$ cat config.mk
export PLATFORM = sky130hd
export DESIGN_NAME = io_reg_slave
export DESIGN_NICKNAME = d
export VERILOG_FILES = /design/src/bus_pkg.sv /design/src/io_reg_slave.sv
export SDC_FILE = /design/constraint.sdc
export NUM_CORES = 1
export LEC_CHECK = 0
export ABC_CLOCK_PERIOD_IN_PS = 930
export BUFFER_PORTS_ARGS = -buffer_cell sky130_fd_sc_hd__clkbuf_2
export CORE_ASPECT_RATIO = 0.9
export CORE_MARGIN = 2
export CORE_UTILIZATION = 32
export CTS_CLUSTER_DIAMETER = 50
export DETAILED_ROUTE_END_ITERATION = 10
export GPL_ROUTABILITY_DRIVEN = 1
export PLACE_DENSITY = 0.79
export REMOVE_ABC_BUFFERS = 1
export SLEW_MARGIN = 20
export SYNTH_ARGS = -nofsm -noshare
export SYNTH_HDL_FRONTEND = slang
export SYNTH_SLANG_ARGS = --single-unit
$ cat constraint.sdc
create_clock -name i_clk -period 0.93 [get_ports i_clk]
set_input_delay 0.093 -clock i_clk [delete_from_list [all_inputs] [get_ports i_clk]]
set_output_delay 0.093 -clock i_clk [all_outputs]
set_load 0.03 [all_outputs]
$ cat src/bus_pkg.sv
// Bus interconnect definitions
// Widths, region decode bits, I/O register map and the request and
// response words shared by masters, interconnect and slaves
`default_nettype none

package bus_pkg;

	////////////////////
	// Bus widths
	////////////////////
	localparam int BUS_AW = 28;
	localparam int BUS_DW = 32;
	localparam int BUS_SW = BUS_DW / 8;

	// External RAM word offset
	localparam int RAM_AW = 26;

	////////////////////
	// Region decode
	////////////////////
	// Checked in this order, bit 27 set selects nothing
	localparam int RAM_REGION_BIT = 26;
	localparam int MEM_REGION_BIT = 15;
	localparam int IO_REGION_BIT  = 8;

	// Block RAM words, mirrored across its region
	localparam int MEM_AW = 10;

	typedef logic [BUS_AW-1:0] bus_addr_t;
	typedef logic [BUS_DW-1:0] bus_data_t;
	typedef logic [BUS_SW-1:0] bus_sel_t;

	// Fixed value read back from the ID register
	localparam bus_data_t IO_ID_VALUE = 32'h5e1f_0c11;

	// One request word, master side or slave side
	typedef struct packed {
		logic      cyc;
		logic      stb;
		logic      we;
		bus_addr_t addr;
		bus_data_t data;
		bus_sel_t  sel;
	} bus_req_t;

	// Response as a master sees it
	typedef struct packed {
		logic      ack;
		logic      stall;
		logic      err;
		bus_data_t data;
	} bus_rsp_t;

	// Response of a single slave
	typedef struct packed {
		logic      ack;
		logic      stall;
		bus_data_t data;
	} slave_rsp_t;

	typedef enum logic [1:0] {
		REGION_NONE,
		REGION_RAM,
		REGION_MEM,
		REGION_IO
	} region_e;

	// Word offsets within the I/O page
	typedef enum logic [1:0] {
		IO_LED    = 2'd0,
		IO_ID     = 2'd1,
		IO_BUSERR = 2'd2
	} io_reg_e;

	typedef enum logic {
		OWNER_CPU,
		OWNER_HOST
	} owner_e;

endpackage

`default_nettype wire

$ cat src/io_reg_slave.sv
// I/O register page
// LED register, fixed ID register and the read-only bus error address
`default_nettype none

module io_reg_slave (
	input  wire                    i_clk,
	input  wire                    i_arst_n,
	input  wire                    i_stb,
	input  wire bus_pkg::bus_req_t i_req,
	input  wire bus_pkg::bus_data_t i_err_addr,
	output bus_pkg::slave_rsp_t    o_rsp,
	output logic [3:0]             o_led
);
	import bus_pkg::*;

	logic      r_ack;
	bus_data_t r_data;
	logic [3:0] r_led;
	io_reg_e   reg_sel;

	assign reg_sel = io_reg_e'(i_req.addr[1:0]);

	always_ff @(posedge i_clk or negedge i_arst_n)
	begin
		if (!i_arst_n)
		begin
			r_ack <= 1'b0;
			r_led <= 4'h0;
		end
		else
		begin
			r_ack <= i_stb;
			// LED bits live in the low byte lane
			if (i_stb && i_req.we && (reg_sel == IO_LED) && i_req.sel[0])
				r_led <= i_req.data[3:0];
		end
	end

	// Read mux, ID and BUSERR ignore writes
	always_ff @(posedge i_clk)
	begin
		case (reg_sel)
			IO_LED:    r_data <= {{(BUS_DW-4){1'b0}}, r_led};
			IO_ID:     r_data <= IO_ID_VALUE;
			IO_BUSERR: r_data <= i_err_addr;
			default:   r_data <= '0;
		endcase
	end

	assign o_rsp = '{ack: r_ack, stall: 1'b0, data: r_data};
	assign o_led = r_led;

endmodule

`default_nettype wire

# After elaboration in Yosys (flattened, before gate mapping)
# Index checks and enable logic that the tools add are counted.
# word_totals
regBits,37
output_inout_bits,38
elab_cells,10
# classes
n_eq_ne,2
n_mux,1
n_reduce_logical,4
# ops
cell,count
one-hot mux 32 bit (3 select lines),1
logical AND 1 bit,3
"== test 2 x 1 -> 1 bit, second input constant",1
"== test 2 bit, second input constant",1
logical NOT 2 bit,1

# Logic depth before layout (Yosys ltp)
# Gate-level depths: netlist (run 1).
# depth
word_depth,3
ltp_mapped,6
mapped_depth_nobuf,3

# Worst setup path before layout (run 1)
# Ideal clock, no wire load.
# synth_path
path_type,register -> register
startpoint,reg o_led[0] (netlist name)
endpoint,reg r_led[0] (netlist: o_led[0])
setup_ns,0.125
arrival_time_ns,0.770
required_time_ns,0.805
slack_ns,0.036
stages_incl_launch_ff,2
path_buffers,0
synth_period_minus_slack_ns,0.894
path_cell_list,dfrtp_1 mux2_2
# synth_rtl
item,line,source
to (signal assigned),io_reg_slave.sv:35,r_led <= i_req.data[3:0];
to (decl),io_reg_slave.sv:18,logic [3:0] r_led;

# Worst setup path in the final report (run 1)
# layout_path
startpoint,reg r_led[3] (netlist: o_led[3])
endpoint,out o_led[3]
# layout_rtl
item,line,source
to (decl),io_reg_slave.sv:12,output logic [3:0] o_led
# No word-level cell between the ends.

==> results.txt, run 1 <==
* Final-report max-slew violation count: 0
* Met2 wire len: 1.20 mm
- The routed design could run at a clock period as short as 935 ps.
- Worst hold slack after final layout: 6.12 ps
- In the post-route analysis, the smallest setup slack over all paths is -5.11 ps.
* Violations in the final reports: negative setup slack
- Top Layer Used: met4
* CP Max Fanout: 3
- IR analysis of the VDD net gives a maximum drop of about 1200 uV.
* Average wire per cell in the routed design: ~11 um
- The first detailed-routing pass ran for 2 iterations.
- Worst slew pin tran: 523 ps
* Cell accounting for the most synthesized area: sky130_fd_sc_hd__dfxtp_1
- Yosys cell types: 17
- Part of the power in registers: 45.7%
- Measured against its own limit, the worst slew margin works out to 65.0%.
- Across the run, the number of max-cap violations was 0.
- After synthesis, flip-flops and latches occupy 66.7% of the total area.
* Netlist area before placement: 1150 um^2
* Synthesized area divided by synthesized cell count: 12.8 um^2
- Using the TritonRoute via totals, the vias-per-cell ratio works out to 4.22.
* Worst path required time: 840 ps
- Clock network power share: 33.2%
* Number of buffers and inverters on the critical path: 1
* Total inserted antenna cells: 0
- The floorplan step defined a core boundary enclosing 3400 um^2.
- Weighted congestion reported at the end of routability-driven placement: 0.691
- The flow ran to the end, but the final reports show violations.
- FF+latch count, synth: 37
* Class of the tightest hold or removal check: in -> reg
- The worst setup path is of the reg -> out kind.
- The detail route stage leaves a number of antenna-violating nets equal to 0.
- Once the floorplan was initialized, standard cells occupied 33.8% of the core.
* Relative area change from synthesis to final layout: 67.8%
* GRT Residual Overflow: 0
- Insertion delay of the later-clocked pin in the worst-skew pair: 280 ps
* 1st-iter DRT viols: 25
- For this run, the top clock speed supported by timing is 1.07 GHz.
- Net total in the final layout: between 200 and 300
- Among all stages on the critical path, the largest delay is contributed by sky130_fd_sc_hd__dfrtp_1.
- The die covers 4090 um^2.
- For this run, the slowest stage of the critical path takes 410 ps.
- Setup repair after global routing missed its margin: true
- The via count of the first global-routing pass came to 996.
- Sum of routed wire length over all layers: 2.67 mm
* First-pass GRT wire length: 4.10 mm
* Fraction of power spent switching nets: 26.0%
- Overall routing resource usage: approximately 14%
* Worst setup EP type: output port
- Cell breakdown of the critical path: buf_8
* Internal power of the cells: 2.88 mW
- Detailed placement ended at an HPWL of roughly 1.8 mm.
- Synthesis produced 90 cells.
- Proportion of layout cells with a drive suffix above 1: about half
* Fin crit share: 101%
* Met1 wire length: about 1 mm
- Ports: 140
* Hold Fails Final Rpt: 0
- Clock root buffer: sky130_fd_sc_hd__clkbuf_8
- Number of antenna violations at the first check in global routing: 0
- Leakage: 1.05 nW
- Row generation in the floorplan step produced 20 rows.
- Gate family responsible for the most delay along the worst path: flip-flops
* Worst Path Arrival: 840 ps
* Startpoint class of the critical path: flip-flop
* CTS sink count: 37
* Chip Height: 60.8 um
- During placement, the flow inserted port buffers numbering roughly 80.
- TritonCTS built the clock tree.
- In the detailed route, the total length drawn on met3 is slightly above 400 um.
- In this run the number of H-tree levels came out at 2.
- The floorplan step set the die width to 67.2 um.
- Buffer depth of the longest clock path: 2
- Number of warnings printed during yosys synthesis: 0
* Setup violations, final: 2
- Clock transition at the registers of the reported paths: around 70 ps
* Maximum number of pins on one net before global-route repair: 16
* Worst Clk Skew: 0.469 ps
* PD cells: 2020 nW/um^2
* Sw power: 1.01 mW
- Clock buffers created by TritonCTS: 5
* Share of power burned in combinational logic: between 20% and 30%
* Area share of the largest cell type after synthesis: between 50% and 60%
- Adding up every negative setup slack in the final design gives -7.93 ps.
* Ranking of synthesized cells by area: sky130_fd_sc_hd__dfxtp_1 (56%), sky130_fd_sc_hd__dfrtp_1 (11%), sky130_fd_sc_hd__a21o_1 (8.5%)
* DRC violation count after routing: 0
* Overall via count from detail_route: approximately 1000
-- logic make-up (layout without fill, tap and decap cells) --
logic type,Yosys count,in the layout,synth area share [%]
DFF,37,37,66.7
buffers and inverters,7,109,4.79
muxes,7,7,6.54
other,1,1,0.326
AOI/OAI and AO/OA,14,14,8.93
and+or+nand+nor,24,24,12.7
-- Yosys cell counts --
cell	count
sky130_fd_sc_hd__conb_1	1
sky130_fd_sc_hd__buf_6	2
sky130_fd_sc_hd__nand4_2	1
sky130_fd_sc_hd__mux2i_1	3
sky130_fd_sc_hd__a21o_1	13
sky130_fd_sc_hd__o21ai_0	1
sky130_fd_sc_hd__nor2b_2	1
sky130_fd_sc_hd__dfrtp_1	5
sky130_fd_sc_hd__nand2_1	1
sky130_fd_sc_hd__buf_4	3
sky130_fd_sc_hd__nor2_1	4
sky130_fd_sc_hd__nor2b_1	1
sky130_fd_sc_hd__buf_2	2
sky130_fd_sc_hd__dfxtp_1	32
sky130_fd_sc_hd__mux2_2	4
sky130_fd_sc_hd__nor2_2	1
sky130_fd_sc_hd__and2_1	15
-- sequential cells by signal (all words and copies together) (netlist names) --
register / flops
o_led: 4
r_ack: 1
r_data: 32
-- layout make-up --
type | count | area, um^2
Sequential cell | 37 | 766
Tap cell | 44 | 55.1
Clock inverter | 2 | 35.0
Clock buffer | 5 | 68.8
Fill cell | 304 | 1480
Multi-Input combinational cell | 46 | 330
Timing Repair Buffer | 102 | 672
-- stage by stage --
step,power [mW],util (%),instances,setup WS (ps),cell area [um^2]
after global routing,4.08,56.6,236,-42.0,1930
after floorplan,2.20,-,83,-247,1090
after CTS,3.92,56.3,236,-19.1,1920
after global placement,2.47,46.7,210,-10.8,1590
after detailed placement,2.47,46.7,210,-33.6,1590
final,3.90,56.6,236,-5.11,1930
-- path summary, 6_finish.rpt --
path,from,slack [ps],cells after the start,end
worst max-delay path,o_led[3]$_DFFE_PN0P_,-5,1,o_led[3]
worst min-delay path,i_err_addr[17],6,2,r_data[17]$_DFF_P_
worst max register to register,o_led[0]$_DFFE_PN0P_,20,2,o_led[0]$_DFFE_PN0P_
worst min register to register,o_led[2]$_DFFE_PN0P_,580,2,r_data[2]$_DFF_P_
max in group asynchronous,i_arst_n,640,2,r_ack$_DFF_PN0_
min in group asynchronous,i_arst_n,150,2,o_led[3]$_DFFE_PN0P_
-- layer usage --
metal | vias to the layer above | GRT usage, %
li1 | 490 | -
met1 | 438 | 13.9
met2 | 64 | 23.1
met3 | 5 | 8.35
met4 | 0 | 8.75
met5 | - | 0
-- repair_timing --
item	CTS	global route
cloned	0	0
hold endpoints to repair	22	0
resized for setup	8	13
hold buffers	18	0
setup endpoints to repair	4	10
setup buffers	1	0
-- layout by cell type (no fill, tap or decap) --
master                          synthesis  final
sky130_fd_sc_hd__clkbuf_2               0     69
sky130_fd_sc_hd__dfxtp_1               32     32
sky130_fd_sc_hd__dlygate4sd3_1          0     18
sky130_fd_sc_hd__and2_1                15     15
sky130_fd_sc_hd__a21o_1                13     13
sky130_fd_sc_hd__clkbuf_8               0      5
sky130_fd_sc_hd__dfrtp_1                5      5
sky130_fd_sc_hd__buf_2                  2      5
sky130_fd_sc_hd__nor2_1                 4      4
sky130_fd_sc_hd__mux2_2                 4      4
sky130_fd_sc_hd__buf_8                  0      4
sky130_fd_sc_hd__buf_4                  3      4
sky130_fd_sc_hd__mux2i_1                3      3
sky130_fd_sc_hd__nor2b_2                1      2
sky130_fd_sc_hd__nand2_1                1      1
sky130_fd_sc_hd__o21ai_0                1      1
sky130_fd_sc_hd__nor2_2                 1      1
sky130_fd_sc_hd__nand4_2                1      1
sky130_fd_sc_hd__conb_1                 1      1
sky130_fd_sc_hd__bufinv_16              0      1
sky130_fd_sc_hd__clkinv_2               0      1
sky130_fd_sc_hd__buf_6                  2      1
sky130_fd_sc_hd__buf_12                 0      1
-- power by group through the flow --
stage / clock network (mW) / registers [mW] / logic, mW
2_1_floorplan: 0 / 2.07 / 0.131
3_3_place_gp: 0 / 1.80 / 0.664
3_5_place_dp: 0 / 1.81 / 0.666
4_1_cts: 1.34 / 1.77 / 0.806
5_1_grt: 1.40 / 1.80 / 0.879
6_report: 1.29 / 1.78 / 0.823
No activity file was read; power rests on OpenSTA's default activity.
==> run 2, diff against run 1 <==
--- a/config.mk
+++ b/config.mk
@@ -6,7 +6,7 @@
 export NUM_CORES = 1
 export LEC_CHECK = 0
 export ABC_CLOCK_PERIOD_IN_PS = 930
-export BUFFER_PORTS_ARGS = -buffer_cell sky130_fd_sc_hd__clkbuf_2
+export BUFFER_PORTS_ARGS = -buffer_cell sky130_fd_sc_hd__buf_2
 export CORE_ASPECT_RATIO = 0.9
 export CORE_MARGIN = 2
 export CORE_UTILIZATION = 32
==> results.txt, run 2 (synthesis gave the netlist of run 1 again) <==
* Hold Fails Final Rpt: 0
- In this run the power density over the cells is 2120 nW/um^2.
- Overall routing resource usage: 14.3%
* Chip Height: 60.8 um
- At the worst endpoint, the required time is 1100 ps.
- Along the worst hold path, the cell count comes to 2.
- In this design, the stage delay of the slowest critical-path cell is 410 ps.
- Antenna-violating nets left: 0
* Worst setup EP type: flip-flop
- Max FFs per register: 32
* Number of max-cap violations: 0
- GRT Residual Overflow: 0
- Via count of the first global-routing pass: 952
- Broken down by cell family, the worst path's largest delay share belongs to flip-flops.
- Final-report max-slew violation count: 0
- Insertion delay of the later-clocked pin in the worst-skew pair: 280 ps
- TritonCTS created 5 clock buffers.
- Number of antenna violations at the first check in global routing: 0
- The initial utilization of the core area, before any placement, comes to between 30% and 40%.
* Critical-path top delay cell: sky130_fd_sc_hd__dfrtp_1
- At the worst endpoint, the arrival time is 1110 ps.
* Width of the chip: approximately 67 um
- HPWL Detailed: 1.81 mm
- DRC violation count after routing: 0
- Die area: 4090 um^2
- In this run the tightest slew margin relative to its limit is 64.3%.
* Worst vdd rail ir drop: approximately 1200 uV
- Run status: finished, violations left
- Fin crit share: 102%
- Cell breakdown of the critical path: buf_4, mux2_2
- Relative to the synthesized area, the layout overhead comes to 60.9%.
* First-pass GRT wire length: 4.12 mm
- Layout filler cell count: 309
* Via-to-Cell Ratio: 4.18
- Post-layout minimum cycle time: approximately 950 ps
- Clock tree synthesis selected as its root buffer the cell sky130_fd_sc_hd__clkbuf_8.
* 1st-iter DRT viols: 18
* Register bank with the most flops: r_data
- Average wire per cell in the routed design: 12.0 um
* Worst slew pin tran: 532 ps
* Commonest non-fill, non-tap cell in the layout: sky130_fd_sc_hd__buf_2
- The critical path in this run is classified as reg -> reg.
- Startpoint class of the critical path: flip-flop
- The core region is 3400 um^2.
- On the final layout, the worst clock skew is 0.400 ps.
- The analysis attributes to cell leakage a power of between 1 and 1.5 nW.
- Number of gates on the worst path with buffers counted: 2
* CTS sink count: 37
- Measured in cells, the most critical reg-to-reg path has a length of 2.
- Buffer depth of the longest clock path: 2
- Summed over all layers, the routed wires come to 2.77 mm.
* Net total in the final layout: 287
* Number of buffers added on ports: 79
* Std-Cell Rows: 20
- The library cells used most frequently in the layout, excluding fill and tap cells, are sky130_fd_sc_hd__buf_2 (72), sky130_fd_sc_hd__dfxtp_1 (32), sky130_fd_sc_hd__and2_1 (15).
* Maximum number of pins on one net before global-route repair: 30
* Weighted congestion reported at the end of routability-driven placement: slightly below 0.7
* Setup TNS: -28.8 ps
- Setup repair after global routing could not meet its margin everywhere.
- In this run the worst hold path is classified as in -> reg.
- Htree depth: 2
- Clock transition at the registers of the reported paths: 70 ps
- Number of buffers and inverters on the critical path: 1
- In this run the worst path has a maximum fanout of 2.
* Violations in the final reports: negative setup slack
* Ports: 140
* Clock tree from TritonCTS: yes
* Overall via count from detail_route: 961
- The first detailed-routing pass ran for 3 iterations.
- The post-route netlist has a little over half of its cells at a drive strength greater than 1.
- Worst Setup Slack, final: -17.3 ps
* Share of the core filled with cells in the final layout: 54.3%
- Based on the critical path, the design can be clocked at up to 1.06 GHz.
* Setup violations, final: 3
- Total inserted antenna cells: 0
==> run 2: final timing paths <==
kind,from,end,slack (ps)
worst max-delay path,o_led[0]$_DFFE_PN0P_,o_led[0]$_DFFE_PN0P_,-20
worst min-delay path,i_err_addr[25],r_data[25]$_DFF_P_,6
worst max register to register,o_led[0]$_DFFE_PN0P_,o_led[0]$_DFFE_PN0P_,-20
worst min register to register,o_led[2]$_DFFE_PN0P_,o_led[2]$_DFFE_PN0P_,650
max in group asynchronous,i_arst_n,r_ack$_DFF_PN0_,640
min in group asynchronous,i_arst_n,o_led[2]$_DFFE_PN0P_,150
==> run 2: area by class of cell <==
class                   count  area, um^2  share of cell area, %
clock buffers               7         108                   5.82
clock inverters             1        7.51                  0.406
multi-input cells          46         335                   18.1
flip-flops and latches     37         766                   41.4
well taps                  44        55.1                   2.98
repair buffers             95         577                   31.2
==> run 2: worst reg2reg max path: cells and delay by family, from the launching register on <==
family | cells | cell delay [ps]
buffers and inverters | 1 | 150
DFF | 1 | 410
muxes | 1 | 270
==> run 2: metrics by stage <==
step,power [mW],setup WS [ps],instance area (um^2),instances,hold WS [ps]
after global placement,2.45,-357,1560,208,-88.1
after detailed placement,2.46,-363,1560,208,-85.8
final,3.92,-17.3,1850,230,6.27
after CTS,3.93,3.15,1820,228,0.370
after floorplan,2.20,-247,1090,83,-203
after global routing,4.09,-37.3,1850,230,3.16
==> run 2: where the power goes <==
| part | switching, mW | internal [mW] |
|---|---|---|
| clock | 0.559 | 0.763 |
| sequential | 0.0553 | 1.72 |
| combinational | 0.450 | 0.373 |
| total | 1.06 | 2.85 |
==> run 2: timing repair <==
action,in CTS,in global routing
endpoints found under the hold margin,12,2
resized for setup,9,5
endpoints found under the setup margin,33,9
setup buffers,4,0
gates cloned,0,0
hold buffers,8,2
==> run 2: metal layers <==
metal / wire length [um] / GRT usage (%) / up-vias
met4: 33 / 6.12 / 0
met2: 1270 / 23.5 / 64
met3: 368 / 7.42 / 5
met1: 1100 / 15.6 / 416
li1: - / - / 476
met5: 0 / 0 / -
==> run 3, diff against run 2 <==
--- a/config.mk
+++ b/config.mk
@@ -19,3 +19,4 @@
 export SYNTH_ARGS = -nofsm -noshare
 export SYNTH_HDL_FRONTEND = slang
 export SYNTH_SLANG_ARGS = --single-unit
+export TNS_END_PERCENT = 100
==> constraint.sdc (replaced) <==
create_clock -name i_clk -period 0.93 [get_ports i_clk]
set_input_delay 0.1395 -clock i_clk [delete_from_list [all_inputs] [get_ports i_clk]]
set_output_delay 0.1395 -clock i_clk [all_outputs]
set_load 0.03 [all_outputs]
==> results.txt, run 3 (synthesis gave the netlist of run 1 again) <==
- Weighted congestion reported at the end of routability-driven placement: slightly above 0.7
- Ports: 140
* GRT Residual Overflow: 0
- Antenna-violating nets left: 0
- 1st-iter DRT viols: 21
- The count of final max-slew check failures came to 0.
* First-pass GRT wire length: 3.77 mm
- Std-Cell Rows: 20
* Worst slew pin tran: 543 ps
- For this run, the top clock speed supported by timing is 1.03 GHz.
- Clock root buffer: sky130_fd_sc_hd__clkbuf_8
- Start point of the critical path: o_led[2]$_DFFE_PN0P_
- Power spread over the standard cell area amounts to between 2000 and 2500 nW/um^2.
* Average wire per cell in the routed design: 11.6 um
- In this run the worst hold path is classified as in -> reg.
- Traced cell by cell, the critical path runs through buf_6.
* Leakage: 0.990 nW
- Sum of routed wire length over all layers: 2.54 mm
- Setup repair after global routing missed its margin: true
- CP Capture Point: o_led[2]
- Port buffering added 79 buffers.
* Proportion of layout cells with a drive suffix above 1: 56.0%
- In this run the most used layer during global routing was met2.
* Buffer depth of the longest clock path: 2
- The number of clock buffers added by TritonCTS is 5.
- Via-to-Cell Ratio: between 4 and 5
- Subtracting the final worst setup slack from the clock period gives 971 ps.
* Overall via count from detail_route: 917
- In this run the number of cells on the critical path is 1.
- The number of antenna violations at the first check in global routing came to 0.
- For this run, global-route usage on met3 was measured as 6.49%.
- Commonest cells after routing, fill and taps aside: sky130_fd_sc_hd__buf_2 (48), sky130_fd_sc_hd__dfxtp_1 (32), sky130_fd_sc_hd__buf_4 (27)
- For the worst setup path, the data required time is 790 ps.
- The cell family contributing the most delay on the critical path is flip-flops.
* Worst setup timing slack at the placement stage: -409 ps
- Register-to-Register Path Depth: 2
- The number of buffers and inverters on the critical path is 1.
- The register with the most flip-flops in the layout has 32 of them.
- Area of all sequential standard cells: 766 um^2
- Across the run, the number of max-cap violations was 0.
- CORE AREA: approximately 3400 um^2
- Worst Path Arrival: 830 ps
* Net total in the final layout: 277
* Reg-to-Reg Start: o_led[3]$_DFFE_PN0P_
- Relative area change from synthesis to final layout: 57.5%
- Summing all multi-input logic gate instances after layout gives 335 um^2.
- Measured along the x axis, the die boundary spans 67.2 um.
* Chip Height: slightly above 60 um
* Grt met2 use: 19.8%
- Initial core utilization: 33.8%
- Startpoint class of the critical path: flip-flop
- DRC violation count after routing: 0
* Violations in the final reports: negative setup slack
* Total inserted antenna cells: 0
* Clock tree from TritonCTS: yes
* Worst vdd rail ir drop: 1150 uV
* Worst-case headroom to the max-slew limit: 63.6%
* Detailed-router iteration count before antenna repair: 4
* Htree depth: 2
* Register bank with the most flops: r_data
* Maximum number of pins on one net before global-route repair: 30
- Worst setup EP type: output port
- After clock tree synthesis, the clock-pin slew on the worst setup and hold paths is roughly 70 ps.
- The tree built by TritonCTS fans out to 37 sinks.
- Hold Fails Final Rpt: 0
- The layout has ~320 filler cells.
* Worst Clk Skew: ~0.7 ps
- Dividing the final minimum period by the clock period gives 104%.
* Reg2reg setup slack: 10 ps
* Insertion delay of the later-clocked pin in the worst-skew pair: 270 ps
- Measured on the finished design, the core utilization comes to about 53%.
- Setup violations remaining at the end of the flow were counted as 4.
- Overall routing resource usage: 12.9%
- The die covers 4090 um^2.
- HPWL Detailed: 1.83 mm
- For this run, global-route usage on met1 was measured as 14.7%.
- The slowest stage of the critical path is the sky130_fd_sc_hd__dfrtp_1 cell.
- Worst stage delay on the critical path: 410 ps
- The endpoint identified for the worst register-to-register timing path is o_led[3]$_DFFE_PN0P_.
- The flow ran to the end, but the final reports show violations.
* Commonest non-fill, non-tap cell in the layout: sky130_fd_sc_hd__buf_2
- The critical path in this run is classified as reg -> out.
- The via count of the first global-routing pass is slightly below 900.
- CP Max Fanout: 3
- After layout, the worst setup slack is -41.4 ps.
run 3: cell types whose count changed in the layout (fill, tap and decap cells not counted), moves of 2 or more:
cell | before | now
sky130_fd_sc_hd__buf_4 | 6 | 27
sky130_fd_sc_hd__dlygate4sd3_1 | 10 | 2
sky130_fd_sc_hd__buf_2 | 72 | 48
sky130_fd_sc_hd__buf_6 | 5 | 7
run 3: layout make-up:
type | instances | area share, %
repair buffers | 85 | 30.4
clock inverters | 2 | 1.94
clock buffers | 5 | 3.80
multi-input cells | 46 | 18.5
well taps | 44 | 3.04
flip-flops and latches | 37 | 42.3
run 3: per-layer routing:
layer	vias up	share of wire [%]
met4	0	1.0
met5	-	0
met2	64	43
li1	454	-
met1	395	42
met3	4	14
run 3: stage by stage:
step           hold WS (ps)  instance area [um^2]  power (mW)  cells  TNS, ps
2_1_floorplan          -156                  1090        2.20     83    -8350
3_3_place_gp          -41.9                  1560        2.45    208   -12110
3_5_place_dp          -39.1                  1560        2.46    208   -11950
4_1_cts                41.9                  1760        3.88    219     -173
5_1_grt                45.6                  1810        4.01    219     -262
6_report               54.6                  1810        3.86    219     -139
run 3: worst min path at each step:
stage                   startpoint                    to  slack, ps  cells past startpoint
finish              i_err_addr[16]    r_data[16]$_DFF_P_         50                      2
global route        i_err_addr[19]    r_data[19]$_DFF_P_         50                      2
CTS                 i_err_addr[16]    r_data[16]$_DFF_P_         40                      2
detailed placement        i_arst_n       r_ack$_DFF_PN0_        -40                      1
global placement          i_arst_n       r_ack$_DFF_PN0_        -40                      1
floorplan                 i_arst_n  o_led[0]$_DFFE_PN0P_       -160                      0
run 3: power by group:
| part | switching [mW] | leakage (nW) | internal [mW] |
|---|---|---|---|
| clock | 0.512 | 0.0540 | 0.779 |
| sequential | 0.0601 | 0.326 | 1.72 |
| combinational | 0.428 | 0.609 | 0.362 |
run 3: timing repair:
action | 4_1_cts | 5_1_grt
hold buffers | 2 | 0
endpoints found under the setup margin | 42 | 25
hold endpoints to repair | 6 | 0
gates resized for setup | 19 | 37
buffers inserted | 2 | 0
